File: config.mk
export PLATFORM = sky130hd
export DESIGN_NAME = trap_unit_top
export DESIGN_NICKNAME = d
export VERILOG_FILES = /design/src/logic/trap_pkg.sv /design/src/logic/sys_decoder.sv /design/src/logic/trap_sequencer.sv /design/src/logic/machine_csr_file.sv /design/src/logic/trap_unit_top.sv
export SDC_FILE = /design/constraint.sdc
export NUM_CORES = 1
export LEC_CHECK = 0
export CAP_MARGIN = 20
export CORE_ASPECT_RATIO = 0.9
export CORE_UTILIZATION = 57
export DETAILED_ROUTE_END_ITERATION = 8
export DONT_BUFFER_PORTS = 1
export PLACE_DENSITY = 0.76
export SLEW_MARGIN = 30
export SYNTH_ARGS = -nofsm -noshare
export SYNTH_HDL_FRONTEND = slang
export SYNTH_SLANG_ARGS = --single-unit
export TNS_END_PERCENT = 100
File: constraint.sdc
create_clock -name clk -period 4.16 [get_ports clk]
set_input_delay 0.832 -clock clk [delete_from_list [all_inputs] [get_ports clk]]
set_output_delay 0.832 -clock clk [all_outputs]
set_load 0.005 [all_outputs]
File: src/logic/trap_pkg.sv
// machine-mode only, RV32 widths fixed; covers just the four trap CSRs and the ecall/ebreak/mret/csrrw encodings
`default_nettype none

package trap_pkg;

    localparam int XLEN       = 32;
    localparam int CSR_ADDR_W = 12;

    // system opcode and funct fields
    localparam logic [6:0]  OPC_SYSTEM = 7'b1110011;
    localparam logic [2:0]  F3_PRIV    = 3'b000;     // ecall, ebreak, mret
    localparam logic [2:0]  F3_CSRRW   = 3'b001;
    localparam logic [11:0] F12_ECALL  = 12'h000;
    localparam logic [11:0] F12_EBREAK = 12'h001;
    localparam logic [11:0] F12_MRET   = 12'h302;

    // trap csr addresses
    localparam logic [CSR_ADDR_W-1:0] CSR_MSTATUS = 12'h300;
    localparam logic [CSR_ADDR_W-1:0] CSR_MTVEC   = 12'h305;
    localparam logic [CSR_ADDR_W-1:0] CSR_MEPC    = 12'h341;
    localparam logic [CSR_ADDR_W-1:0] CSR_MCAUSE  = 12'h342;

    localparam logic [XLEN-1:0] CAUSE_ECALL_M    = 32'd11;
    localparam logic [XLEN-1:0] CAUSE_BREAKPOINT = 32'd3;

    localparam int MSTATUS_MIE  = 3;
    localparam int MSTATUS_MPIE = 7;

    // sequencer states, one-hot
    localparam int         SEQ_ST_W     = 5;
    localparam logic [4:0] SEQ_IDLE     = 5'b00001;
    localparam logic [4:0] SEQ_MEPC     = 5'b00010;  // trap, write mepc
    localparam logic [4:0] SEQ_MSTATUS  = 5'b00100;  // trap, stack mie
    localparam logic [4:0] SEQ_MCAUSE   = 5'b01000;  // trap, cause + redirect
    localparam logic [4:0] SEQ_MRET     = 5'b10000;  // return, unstack + redirect

    // one instruction word, two views of the upper 12 bits
    typedef struct packed {
        logic [11:0] funct12;
        logic [4:0]  rs1;
        logic [2:0]  funct3;
        logic [4:0]  rd;
        logic [6:0]  opcode;
    } priv_view_t;

    typedef struct packed {
        logic [11:0] csr_addr;
        logic [4:0]  rs1;
        logic [2:0]  funct3;
        logic [4:0]  rd;
        logic [6:0]  opcode;
    } csr_view_t;

    typedef union packed {
        priv_view_t priv;  // ecall / ebreak / mret
        csr_view_t  csr;   // csrrw
    } instr_word_u;

endpackage

`default_nettype wire

File: src/logic/sys_decoder.sv
// no handshake: instructions seen while the sequencer is busy or a trap is held by an atomic op are dropped
`timescale 1ns/1ns
`default_nettype none

module sys_decoder
    import trap_pkg::*;
(
    input  wire                   clk,
    input  wire                   rst_n,
    input  wire                   instr_valid_i,
    input  wire instr_word_u      instr_i,
    input  wire [XLEN-1:0]        pc_i,
    input  wire                   jump_flag_i,
    input  wire [XLEN-1:0]        jump_addr_i,
    input  wire [XLEN-1:0]        rs1_data_i,
    input  wire                   atom_busy_i,
    input  wire                   seq_busy_i,
    output logic                  ecall_o,
    output logic                  ebreak_o,
    output logic                  mret_o,
    output logic                  csrrw_o,
    output logic [XLEN-1:0]       pc_o,
    output logic                  jump_o,
    output logic [XLEN-1:0]       jump_addr_o,
    output logic [CSR_ADDR_W-1:0] csr_addr_o,
    output logic [XLEN-1:0]       wdata_o
);

    logic is_system;
    logic is_priv;
    logic hold;    // trap pulse out while atomic busy
    logic accept;

    assign is_system = (instr_i.priv.opcode == OPC_SYSTEM);
    assign is_priv   = is_system && (instr_i.priv.funct3 == F3_PRIV);
    assign hold      = (ecall_o | ebreak_o) & atom_busy_i;  // front end waits out the stall
    assign accept    = instr_valid_i & ~seq_busy_i & ~hold;

    // one pulse per accepted instruction
    always_ff @(posedge clk or negedge rst_n) begin
        if (!rst_n) begin
            ecall_o  <= 1'b0;
            ebreak_o <= 1'b0;
            mret_o   <= 1'b0;
            csrrw_o  <= 1'b0;
        end else begin
            ecall_o  <= accept && is_priv && (instr_i.priv.funct12 == F12_ECALL);
            ebreak_o <= accept && is_priv && (instr_i.priv.funct12 == F12_EBREAK);
            mret_o   <= accept && is_priv && (instr_i.priv.funct12 == F12_MRET);
            csrrw_o  <= accept && is_system && (instr_i.csr.funct3 == F3_CSRRW);
        end
    end

    // operands beside the pulses, only meaningful with one
    always_ff @(posedge clk) begin
        if (instr_valid_i) begin
            pc_o        <= pc_i;
            jump_o      <= jump_flag_i;
            jump_addr_o <= jump_addr_i;
            csr_addr_o  <= instr_i.csr.csr_addr;  // same bits as funct12
            wdata_o     <= rs1_data_i;
        end
    end

endmodule

`default_nettype wire

File: src/logic/trap_sequencer.sv
// synchronous traps only, no interrupts; a trap pulse meeting atom_busy_i is stalled and dropped, not retried
`timescale 1ns/1ns
`default_nettype none

module trap_sequencer
    import trap_pkg::*;
(
    input  wire                   clk,
    input  wire                   rst_n,
    input  wire                   ecall_i,
    input  wire                   ebreak_i,
    input  wire                   mret_i,
    input  wire [XLEN-1:0]        pc_i,
    input  wire                   jump_i,
    input  wire [XLEN-1:0]        jump_addr_i,
    input  wire                   atom_busy_i,
    input  wire [XLEN-1:0]        mtvec_i,
    input  wire [XLEN-1:0]        mepc_i,
    input  wire [XLEN-1:0]        mstatus_i,
    output logic                  csr_we_o,
    output logic [CSR_ADDR_W-1:0] csr_waddr_o,
    output logic [XLEN-1:0]       csr_wdata_o,
    output logic                  redirect_valid_o,
    output logic [XLEN-1:0]       redirect_addr_o,
    output logic                  flush_o,
    output logic                  stall_o,
    output logic                  busy_o
);

    logic [SEQ_ST_W-1:0] state;
    logic [XLEN-1:0]     epc_q;     // return pc latched on entry
    logic [XLEN-1:0]     cause_q;
    logic                is_trap;   // ecall or ebreak pulse
    logic                take_trap;
    logic [XLEN-1:0]     mstatus_trap;
    logic [XLEN-1:0]     mstatus_ret;

    assign is_trap   = ecall_i | ebreak_i;
    assign take_trap = is_trap & ~atom_busy_i & (state == SEQ_IDLE);

    assign stall_o = is_trap & atom_busy_i;  // held trap, not taken
    assign flush_o = (state != SEQ_IDLE);
    // blocks the decoder from the entry cycle on
    assign busy_o  = flush_o | take_trap | mret_i;

    // mstatus edits from the live value
    always_comb begin
        mstatus_trap               = mstatus_i;
        mstatus_trap[MSTATUS_MPIE] = mstatus_i[MSTATUS_MIE];   // keep old mie
        mstatus_trap[MSTATUS_MIE]  = 1'b0;
        mstatus_ret                = mstatus_i;
        mstatus_ret[MSTATUS_MIE]   = mstatus_i[MSTATUS_MPIE];  // restore
        mstatus_ret[MSTATUS_MPIE]  = 1'b1;
    end

    // state transitions
    always_ff @(posedge clk or negedge rst_n) begin
        if (!rst_n) begin
            state <= SEQ_IDLE;
        end else begin
            case (state)
                SEQ_IDLE: begin
                    if (take_trap) begin
                        state <= SEQ_MEPC;
                    end else if (mret_i) begin
                        state <= SEQ_MRET;
                    end
                end
                SEQ_MEPC:    state <= SEQ_MSTATUS;
                SEQ_MSTATUS: state <= SEQ_MCAUSE;
                SEQ_MCAUSE:  state <= SEQ_IDLE;
                SEQ_MRET:    state <= SEQ_IDLE;
                default:     state <= SEQ_IDLE;  // illegal one-hot code
            endcase
        end
    end

    // return pc and cause, captured on entry
    always_ff @(posedge clk) begin
        if (take_trap) begin
            epc_q   <= jump_i ? (jump_addr_i - XLEN'(4)) : pc_i;  // branch target in flight
            cause_q <= ecall_i ? CAUSE_ECALL_M : CAUSE_BREAKPOINT;
        end
    end

    // write strobe and redirect pulse
    always_ff @(posedge clk or negedge rst_n) begin
        if (!rst_n) begin
            csr_we_o         <= 1'b0;
            redirect_valid_o <= 1'b0;
        end else begin
            csr_we_o         <= (state != SEQ_IDLE);  // one write per busy state
            redirect_valid_o <= (state == SEQ_MCAUSE) || (state == SEQ_MRET);
        end
    end

    // write address/data and redirect target
    always_ff @(posedge clk) begin
        case (state)
            SEQ_MEPC: begin
                csr_waddr_o <= CSR_MEPC;
                csr_wdata_o <= epc_q;
            end
            SEQ_MSTATUS: begin
                csr_waddr_o <= CSR_MSTATUS;
                csr_wdata_o <= mstatus_trap;
            end
            SEQ_MCAUSE: begin
                csr_waddr_o     <= CSR_MCAUSE;
                csr_wdata_o     <= cause_q;
                redirect_addr_o <= mtvec_i;  // enter handler
            end
            SEQ_MRET: begin
                csr_waddr_o     <= CSR_MSTATUS;
                csr_wdata_o     <= mstatus_ret;
                redirect_addr_o <= mepc_i;   // back to saved pc
            end
            default: begin
                // idle, hold payload
            end
        endcase
    end

endmodule

`default_nettype wire

File: src/logic/machine_csr_file.sv
// only mtvec, mepc, mstatus, mcause exist; csrrw elsewhere reads zero and writes nothing, no access checks
`timescale 1ns/1ns
`default_nettype none

module machine_csr_file
    import trap_pkg::*;
(
    input  wire                   clk,
    input  wire                   rst_n,
    input  wire                   seq_we_i,
    input  wire [CSR_ADDR_W-1:0]  seq_waddr_i,
    input  wire [XLEN-1:0]        seq_wdata_i,
    input  wire                   csrrw_i,
    input  wire [CSR_ADDR_W-1:0]  csr_addr_i,
    input  wire [XLEN-1:0]        wdata_i,
    output logic [XLEN-1:0]       mtvec_o,
    output logic [XLEN-1:0]       mepc_o,
    output logic [XLEN-1:0]       mstatus_o,
    output logic                  rd_valid_o,
    output logic [XLEN-1:0]       rd_data_o
);

    logic [XLEN-1:0] mcause_q;  // only visible through csrrw
    logic [XLEN-1:0] old_val;   // csrrw read side

    // next value of one csr, sequencer port wins a same-address clash
    function automatic logic [XLEN-1:0] csr_next(
        input logic [CSR_ADDR_W-1:0] addr,
        input logic [XLEN-1:0]       cur
    );
        logic [XLEN-1:0] nxt;
        nxt = cur;
        if (seq_we_i && (seq_waddr_i == addr)) begin
            nxt = seq_wdata_i;
        end else if (csrrw_i && (csr_addr_i == addr)) begin
            nxt = wdata_i;                        // csrrw write half
        end
        return nxt;
    endfunction

    // read mux, unknown address reads zero
    always_comb begin
        case (csr_addr_i)
            CSR_MTVEC:   old_val = mtvec_o;
            CSR_MEPC:    old_val = mepc_o;
            CSR_MSTATUS: old_val = mstatus_o;
            CSR_MCAUSE:  old_val = mcause_q;
            default:     old_val = '0;
        endcase
    end

    // the four registers
    always_ff @(posedge clk or negedge rst_n) begin
        if (!rst_n) begin
            mtvec_o   <= '0;
            mepc_o    <= '0;
            mstatus_o <= '0;
            mcause_q  <= '0;
        end else begin
            mtvec_o   <= csr_next(CSR_MTVEC, mtvec_o);
            mepc_o    <= csr_next(CSR_MEPC, mepc_o);
            mstatus_o <= csr_next(CSR_MSTATUS, mstatus_o);
            mcause_q  <= csr_next(CSR_MCAUSE, mcause_q);
        end
    end

    // result pulse, one cycle after the csrrw strobe
    always_ff @(posedge clk or negedge rst_n) begin
        if (!rst_n) begin
            rd_valid_o <= 1'b0;
        end else begin
            rd_valid_o <= csrrw_i;
        end
    end

    // old value, sampled before the write lands
    always_ff @(posedge clk) begin
        if (csrrw_i) begin
            rd_data_o <= old_val;
        end
    end

endmodule

`default_nettype wire

File: src/logic/trap_unit_top.sv
// no back-pressure: strobe instructions only while flush_o is low, redirect and result are one-cycle pulses
`timescale 1ns/1ns
`default_nettype none

module trap_unit_top
    import trap_pkg::*;
(
    input  wire               clk,
    input  wire               rst_n,
    input  wire               instr_valid_i,
    input  wire instr_word_u  instr_i,
    input  wire [XLEN-1:0]    pc_i,
    input  wire               jump_flag_i,
    input  wire [XLEN-1:0]    jump_addr_i,
    input  wire               atom_busy_i,
    input  wire [XLEN-1:0]    rs1_data_i,
    output logic              redirect_valid_o,
    output logic [XLEN-1:0]   redirect_addr_o,
    output logic              flush_o,
    output logic              stall_o,
    output logic              csr_rd_valid_o,
    output logic [XLEN-1:0]   csr_rd_data_o
);

    // decoder to sequencer / csr file
    logic                  dec_ecall;
    logic                  dec_ebreak;
    logic                  dec_mret;
    logic                  dec_csrrw;
    logic [XLEN-1:0]       dec_pc;
    logic                  dec_jump;
    logic [XLEN-1:0]       dec_jump_addr;
    logic [CSR_ADDR_W-1:0] dec_csr_addr;
    logic [XLEN-1:0]       dec_wdata;
    logic                  seq_busy;
    // sequencer write port
    logic                  seq_we;
    logic [CSR_ADDR_W-1:0] seq_waddr;
    logic [XLEN-1:0]       seq_wdata;
    // live csr values back to the sequencer
    logic [XLEN-1:0]       mtvec;
    logic [XLEN-1:0]       mepc;
    logic [XLEN-1:0]       mstatus;

    sys_decoder sys_decoder_i (
        .clk(clk), .rst_n(rst_n),
        .instr_valid_i(instr_valid_i), .instr_i(instr_i), .pc_i(pc_i),
        .jump_flag_i(jump_flag_i), .jump_addr_i(jump_addr_i), .rs1_data_i(rs1_data_i),
        .atom_busy_i(atom_busy_i), .seq_busy_i(seq_busy),
        .ecall_o(dec_ecall), .ebreak_o(dec_ebreak), .mret_o(dec_mret), .csrrw_o(dec_csrrw),
        .pc_o(dec_pc), .jump_o(dec_jump), .jump_addr_o(dec_jump_addr),
        .csr_addr_o(dec_csr_addr), .wdata_o(dec_wdata)
    );

    trap_sequencer trap_sequencer_i (
        .clk(clk), .rst_n(rst_n),
        .ecall_i(dec_ecall), .ebreak_i(dec_ebreak), .mret_i(dec_mret),
        .pc_i(dec_pc), .jump_i(dec_jump), .jump_addr_i(dec_jump_addr),
        .atom_busy_i(atom_busy_i),
        .mtvec_i(mtvec), .mepc_i(mepc), .mstatus_i(mstatus),
        .csr_we_o(seq_we), .csr_waddr_o(seq_waddr), .csr_wdata_o(seq_wdata),
        .redirect_valid_o(redirect_valid_o), .redirect_addr_o(redirect_addr_o),
        .flush_o(flush_o), .stall_o(stall_o), .busy_o(seq_busy)
    );

    machine_csr_file machine_csr_file_i (
        .clk(clk), .rst_n(rst_n),
        .seq_we_i(seq_we), .seq_waddr_i(seq_waddr), .seq_wdata_i(seq_wdata),
        .csrrw_i(dec_csrrw), .csr_addr_i(dec_csr_addr), .wdata_i(dec_wdata),
        .mtvec_o(mtvec), .mepc_o(mepc), .mstatus_o(mstatus),
        .rd_valid_o(csr_rd_valid_o), .rd_data_o(csr_rd_data_o)
    );

endmodule

`default_nettype wire

* After elaboration in Yosys (flattened, before gate mapping) *
Cells that the tools add are included.
W data, S select, Z words.

storage, ports and cells
  logic and storage cells = 97
  input bits = 133
  register bits = 421
  output and inout port bits = 68

cells by class
  bitwise logic cells = 11
  mux-type cells = 17
  add/subtract/negate cells = 1
  eq/ne operators = 19
  reduce and logical (&&, ||, !) cells = 26

operator list
  cell                     number
  $mux W32                 9
  $pmux W32 S4             2
  $eq A12 B10 Y1 const B   9
  $pmux W32 S2             1
  $pmux W12 S3             1
  $sub A32 B3 Y32 const B  1
  $logic_and A1 B1 Y1      15
  $pmux W5 S3              1
  $eq A12 B1 Y1 const B    1
  $logic_not A12 Y1        1
  $mux W5                  2
  $reduce_bool A2 Y1       5
  $eq A7 B7 Y1 const B     1
  $and A1 B1 Y1            5
  $eq A5 B1 Y1 const B     1
  $eq A5 B2 Y1 const B     1
  $eq A5 B3 Y1 const B     1
  $eq A5 B4 Y1 const B     1
  $eq A5 B5 Y1 const B     1
  $ne A5 B1 Y1 const B     1
  $mux W4                  1
  $reduce_bool A4 Y1       1
  $eq A3 B1 Y1 const B     1
  $logic_not A3 Y1         1
  other kinds (6)          10

* Depth between registers and ports, before layout *
  depth in word-level cells = 10
  depth in mapped cells = 7
  gate-level depth less buffers = 7

* Cells and area by module *
Synthesis repeated with hierarchy kept, for this count alone.

unflattened totals
  cells, all modules = 1444
  area total of the unflattened synthesis = 16797.4 µm²

modules (own cells, without submodules)
  module            area an instance (µm²)  times used  sequential area each (µm²)  cells each
  machine_csr_file  8276.7                  1           4189.0                      928
  trap_sequencer    5037.3                  1           3179.3                      383
  sys_decoder       3483.3                  1           3373.2                      133

* Worst setup path after synthesis *
Ideal clock, no wire load.

  kind = flip-flop to flip-flop
  start point = reg trap_sequencer_i.state[1]
  end point = reg trap_sequencer_i.cause_q[3], enable pin
  cell stages (with the launch flop) = 5
  clock period less this slack = 4067 ps
  data arrival time = 3603 ps
  buffers on the path = 1
  setup time = 465 ps
  slack = 93 ps
  path through = dfrtp_1 or2_1 or4b_1 clkbuf_1 nor3_1

on the way
  longest elaborated chain between the ends = 2

ends and longest elaborated chain
  item                            RTL line              text
  start: declaration              trap_sequencer.sv:30  logic [SEQ_ST_W-1:0] state;
  start signal: assignment        trap_sequencer.sv:59  state <= SEQ_IDLE;
  start signal: assignment        trap_sequencer.sv:64  state <= SEQ_MEPC;
  start signal: assignment        trap_sequencer.sv:66  state <= SEQ_MRET;
  $eq A5 B1 Y1                    trap_sequencer.sv:39  assign take_trap = is_trap & ~atom_busy_i & (state == SEQ_IDLE);
  $and A1 B1 Y1                   trap_sequencer.sv:39
  net trap_sequencer_i.take_trap  trap_sequencer.sv:34  logic take_trap;
  end signal: assignment          trap_sequencer.sv:82  cause_q <= ecall_i ? CAUSE_ECALL_M : CAUSE_BREAKPOINT;
  end: declaration                trap_sequencer.sv:32  logic [XLEN-1:0] cause_q;

The timed path passes the listed nets, and every way through them passes these cells.
A chain may end at the register's enable or synchronous reset.

* Worst setup path in the final report *
  start point = reg trap_sequencer_i.state[1]
  end point = out flush_o

on the way
  longest elaborated chain between the ends = 1

ends and longest elaborated chain
  item              RTL line              text
  $ne A5 B1 Y1      trap_sequencer.sv:42  assign flush_o = (state != SEQ_IDLE);
  end: declaration  trap_unit_top.sv:19   output logic flush_o,

No other way between the ends.

==> reports/metrics.yaml <==
path_buf_inv: 0
cpLargestDelayFamily: "simple AND/OR/NAND/NOR gates"
critical_path_depth: 2
fmax_ghz: 0.370
critical_path_peak_fanout: 9
htreeDepth: 2
crit_path_cell_trace: "or2_1 > or4b_1"
ir_drop_mv: 0.318
rrSetupSlack_ps: 1570
cts_max_path_buffers: 3
grt_pass1_vias: 9080
syn_nets: 1272
antenna_found_initial: 4
outcome: "complete, no violations"
synth-main-ff-cell: "edfxtp_1"
die_area_um2: 28200
totalWireLength_mm: 34.8
r2r_start: "sys_decoder_i.jump_addr_o[2]"
maxSlewHeadroom: 0.347
critPathRequiredTime_ps: 3330
finalWorstSetupSlack_ps: 1460
post_cts_buffers: 0
final_hold_viol_count: 0
ant_nets: 0
fin_setup_tns_ps: 0
place_area_um2: 16100
num_rows: 57
holdWs_ps: 157
synth_cell_types: 46
maxCapViolCount: 0
finalSetupViolCount: 0
port_buffers: 0
vias: 9161
drive_gt1_frac: 0.150
nets: 1274
root_buffer: "clkbuf_16"
start_util: 0.581
synth.avg_cell_area_um2: 13.8
rsz0062_at_grt: "false"
post-place-cells: 1447
area_delta_synth_final_pct: 12.0
instances_no_fill: 1527
tightest_slew_ps: 976
cp-endpoint: "flush_o"
crit_type: "reg2out"
place_hpwl_mm: 20.7
skew_ps: 19.7
cts_tree: "yes"
grt_pass1_wl_mm: 53.2
end_kind: "output port"
clk_pin_slew_worst_paths_ps: 60
r2r-end: "trap_sequencer_i.epc_q[20]"
r2r.worst_path.cells: 7
slew_violations: 0
synth_area_um2: 15700
synth-edff-count: 241
post-route-period-util: 0.650
grt_usage: 0.249
numCtsBuffers: 39
drtIter0Drc: 636
design_area_um2: 17600
grt_max_degree: 111
drc: 0
via_per_inst: 6.00
wl_per_cell_um: 22.8
coreArea_um2: 27000
synth_seq_cells: 381
max_stage_delay_ps: 690
insertion_delay_ps: 530
yosysSeqAreaShare: 0.684
crit_slowest_cell: "or4b_1"
leakage_nw: 7.21
yosysWarnings: 0
ys_async_sr_fraction: 0.367
place_ws_ps: 1560
die_x_um: 177
startpoint: "trap_sequencer_i.state[1]"
dr.pass1.iters: 5
arrival_ps: 1870
cp-start-kind: "flip-flop"
io_pins: 201
finalCriticalPeriod_ps: 2700
cellPowerDensity_nw_per_um2: 470
die_h_um: 159
hp-class: "in2async"
place_congestion: 0.798
synthCells: 1138
cts.sinks: 381
grt_overflow: 0
[power breakdown]
group          switching (mW)  internal, mW
Clock                    1.42          2.16
Combinational           0.166         0.131
Sequential              0.171          4.22
[final cells by class]
type                       count  area (µm²)
sequential                   381       10700
multi-input combinational    682        4740
clock buffer                  58        1210
inverter                       9        33.8
fill                        1945        9460
timing repair buffer          27         256
antenna                        2        5.00
tap                          354         443
clock inverter                14         140
[how the worst min path moves through the flow]
stage | to | slack (ps) | cells after the start
after global placement | trap_sequencer_i.cause_q[3] | 460 | 0
after global routing | trap_sequencer_i.state[0] | 130 | 0
after CTS | machine_csr_file_i.mepc_o[9] | 0.7 | 0
after floorplan | trap_sequencer_i.state[0] | 420 | 1
after detailed placement | trap_sequencer_i.cause_q[3] | 460 | 0
final | trap_sequencer_i.state[0] | 160 | 0
[cells by family after synthesis]
family / synth area share
AO/OA/AOI/OAI: 0.0903
XOR/XNOR: 0.0151
adder cells (fa/ha/maj): 0.000797
buffers and inverters: 0.0184
flip-flops: 0.684
multiplexers: 0.110
AND/OR/NAND/NOR: 0.0811
[synthesized netlist by cell type (2+ instances only)]
| cell | count | area [µm²] |
|---|---|---|
| nor4_1 | 8 | 50.1 |
| buf_1 | 7 | 26.3 |
| nand4b_1 | 5 | 43.8 |
| nor2b_1 | 6 | 37.5 |
| inv_1 | 9 | 33.8 |
| a21oi_1 | 122 | 611 |
| xor2_1 | 5 | 43.8 |
| and2_1 | 2 | 12.5 |
| nand3_1 | 4 | 20.0 |
| clkbuf_1 | 58 | 218 |
| nor4b_1 | 2 | 17.5 |
| a22o_1 | 28 | 245 |
| or4b_1 | 2 | 20.0 |
| nor3_1 | 17 | 85.1 |
| nor4_2 | 6 | 75.1 |
| or4_1 | 3 | 22.5 |
| a22oi_1 | 65 | 488 |
| edfxtp_1 | 241 | 7240 |
| nor3b_1 | 4 | 30.0 |
| or3_1 | 3 | 18.8 |
| mux2i_1 | 97 | 971 |
| mux2_2 | 67 | 754 |
| or4_4 | 3 | 33.8 |
| o21ai_0 | 5 | 25.0 |
| dfrtp_1 | 139 | 3480 |
| xnor2_1 | 22 | 193 |
| nand3b_1 | 6 | 45.0 |
| nor2_1 | 139 | 522 |
| nand2_1 | 46 | 173 |
[timing repair]
| action | in CTS | in global routing |
|---|---|---|
| resized for setup | 0 | 0 |
| hold buffers | 1 | 4 |
| hold endpoints to repair | 98 | 5 |
[stage by stage]
step / utilization / total power [mW]
final: 0.650 / 8.26
after CTS: 0.648 / 8.31
after global routing: 0.650 / 8.53
after floorplan: - / 4.61
after global placement: 0.596 / 4.70
after detailed placement: 0.597 / 4.72
[layer usage]
metal	wire, µm	vias to the layer above	global-route usage	share of wire
li1	-	4269	-	-
met1	15100	4510	0.353	0.43
met2	16600	330	0.394	0.48
met3	2530	48	0.0544	0.073
met4	549	4	0.0635	0.016
met5	27	-	0	0.00078
[state kept, by name (all words and copies together), names as in the netlist, 5 cells and up]
name,count
trap_sequencer_i.state,5
trap_sequencer_i.redirect_addr_o,32
machine_csr_file_i.mtvec_o,32
machine_csr_file_i.mstatus_o,32
sys_decoder_i.pc_o,32
sys_decoder_i.csr_addr_o,12
machine_csr_file_i.mcause_q,32
sys_decoder_i.wdata_o,32
sys_decoder_i.jump_addr_o,32
machine_csr_file_i.mepc_o,32
trap_sequencer_i.epc_q,32
trap_sequencer_i.csr_wdata_o,32
machine_csr_file_i.rd_data_o,32
[layout by cell type (no fill, tap or decap), types with 28 or more instances in the layout]
cell type,Yosys,layout
a21oi_1,122,122
a22o_1,28,28
a22oi_1,65,65
clkbuf_16,0,43
dfrtp_1,139,138
edfxtp_1,241,241
mux2_2,67,67
mux2i_1,97,97
nand2_1,46,45
nor2_1,139,137
Note: power is estimated with default switching activity, not from simulation.
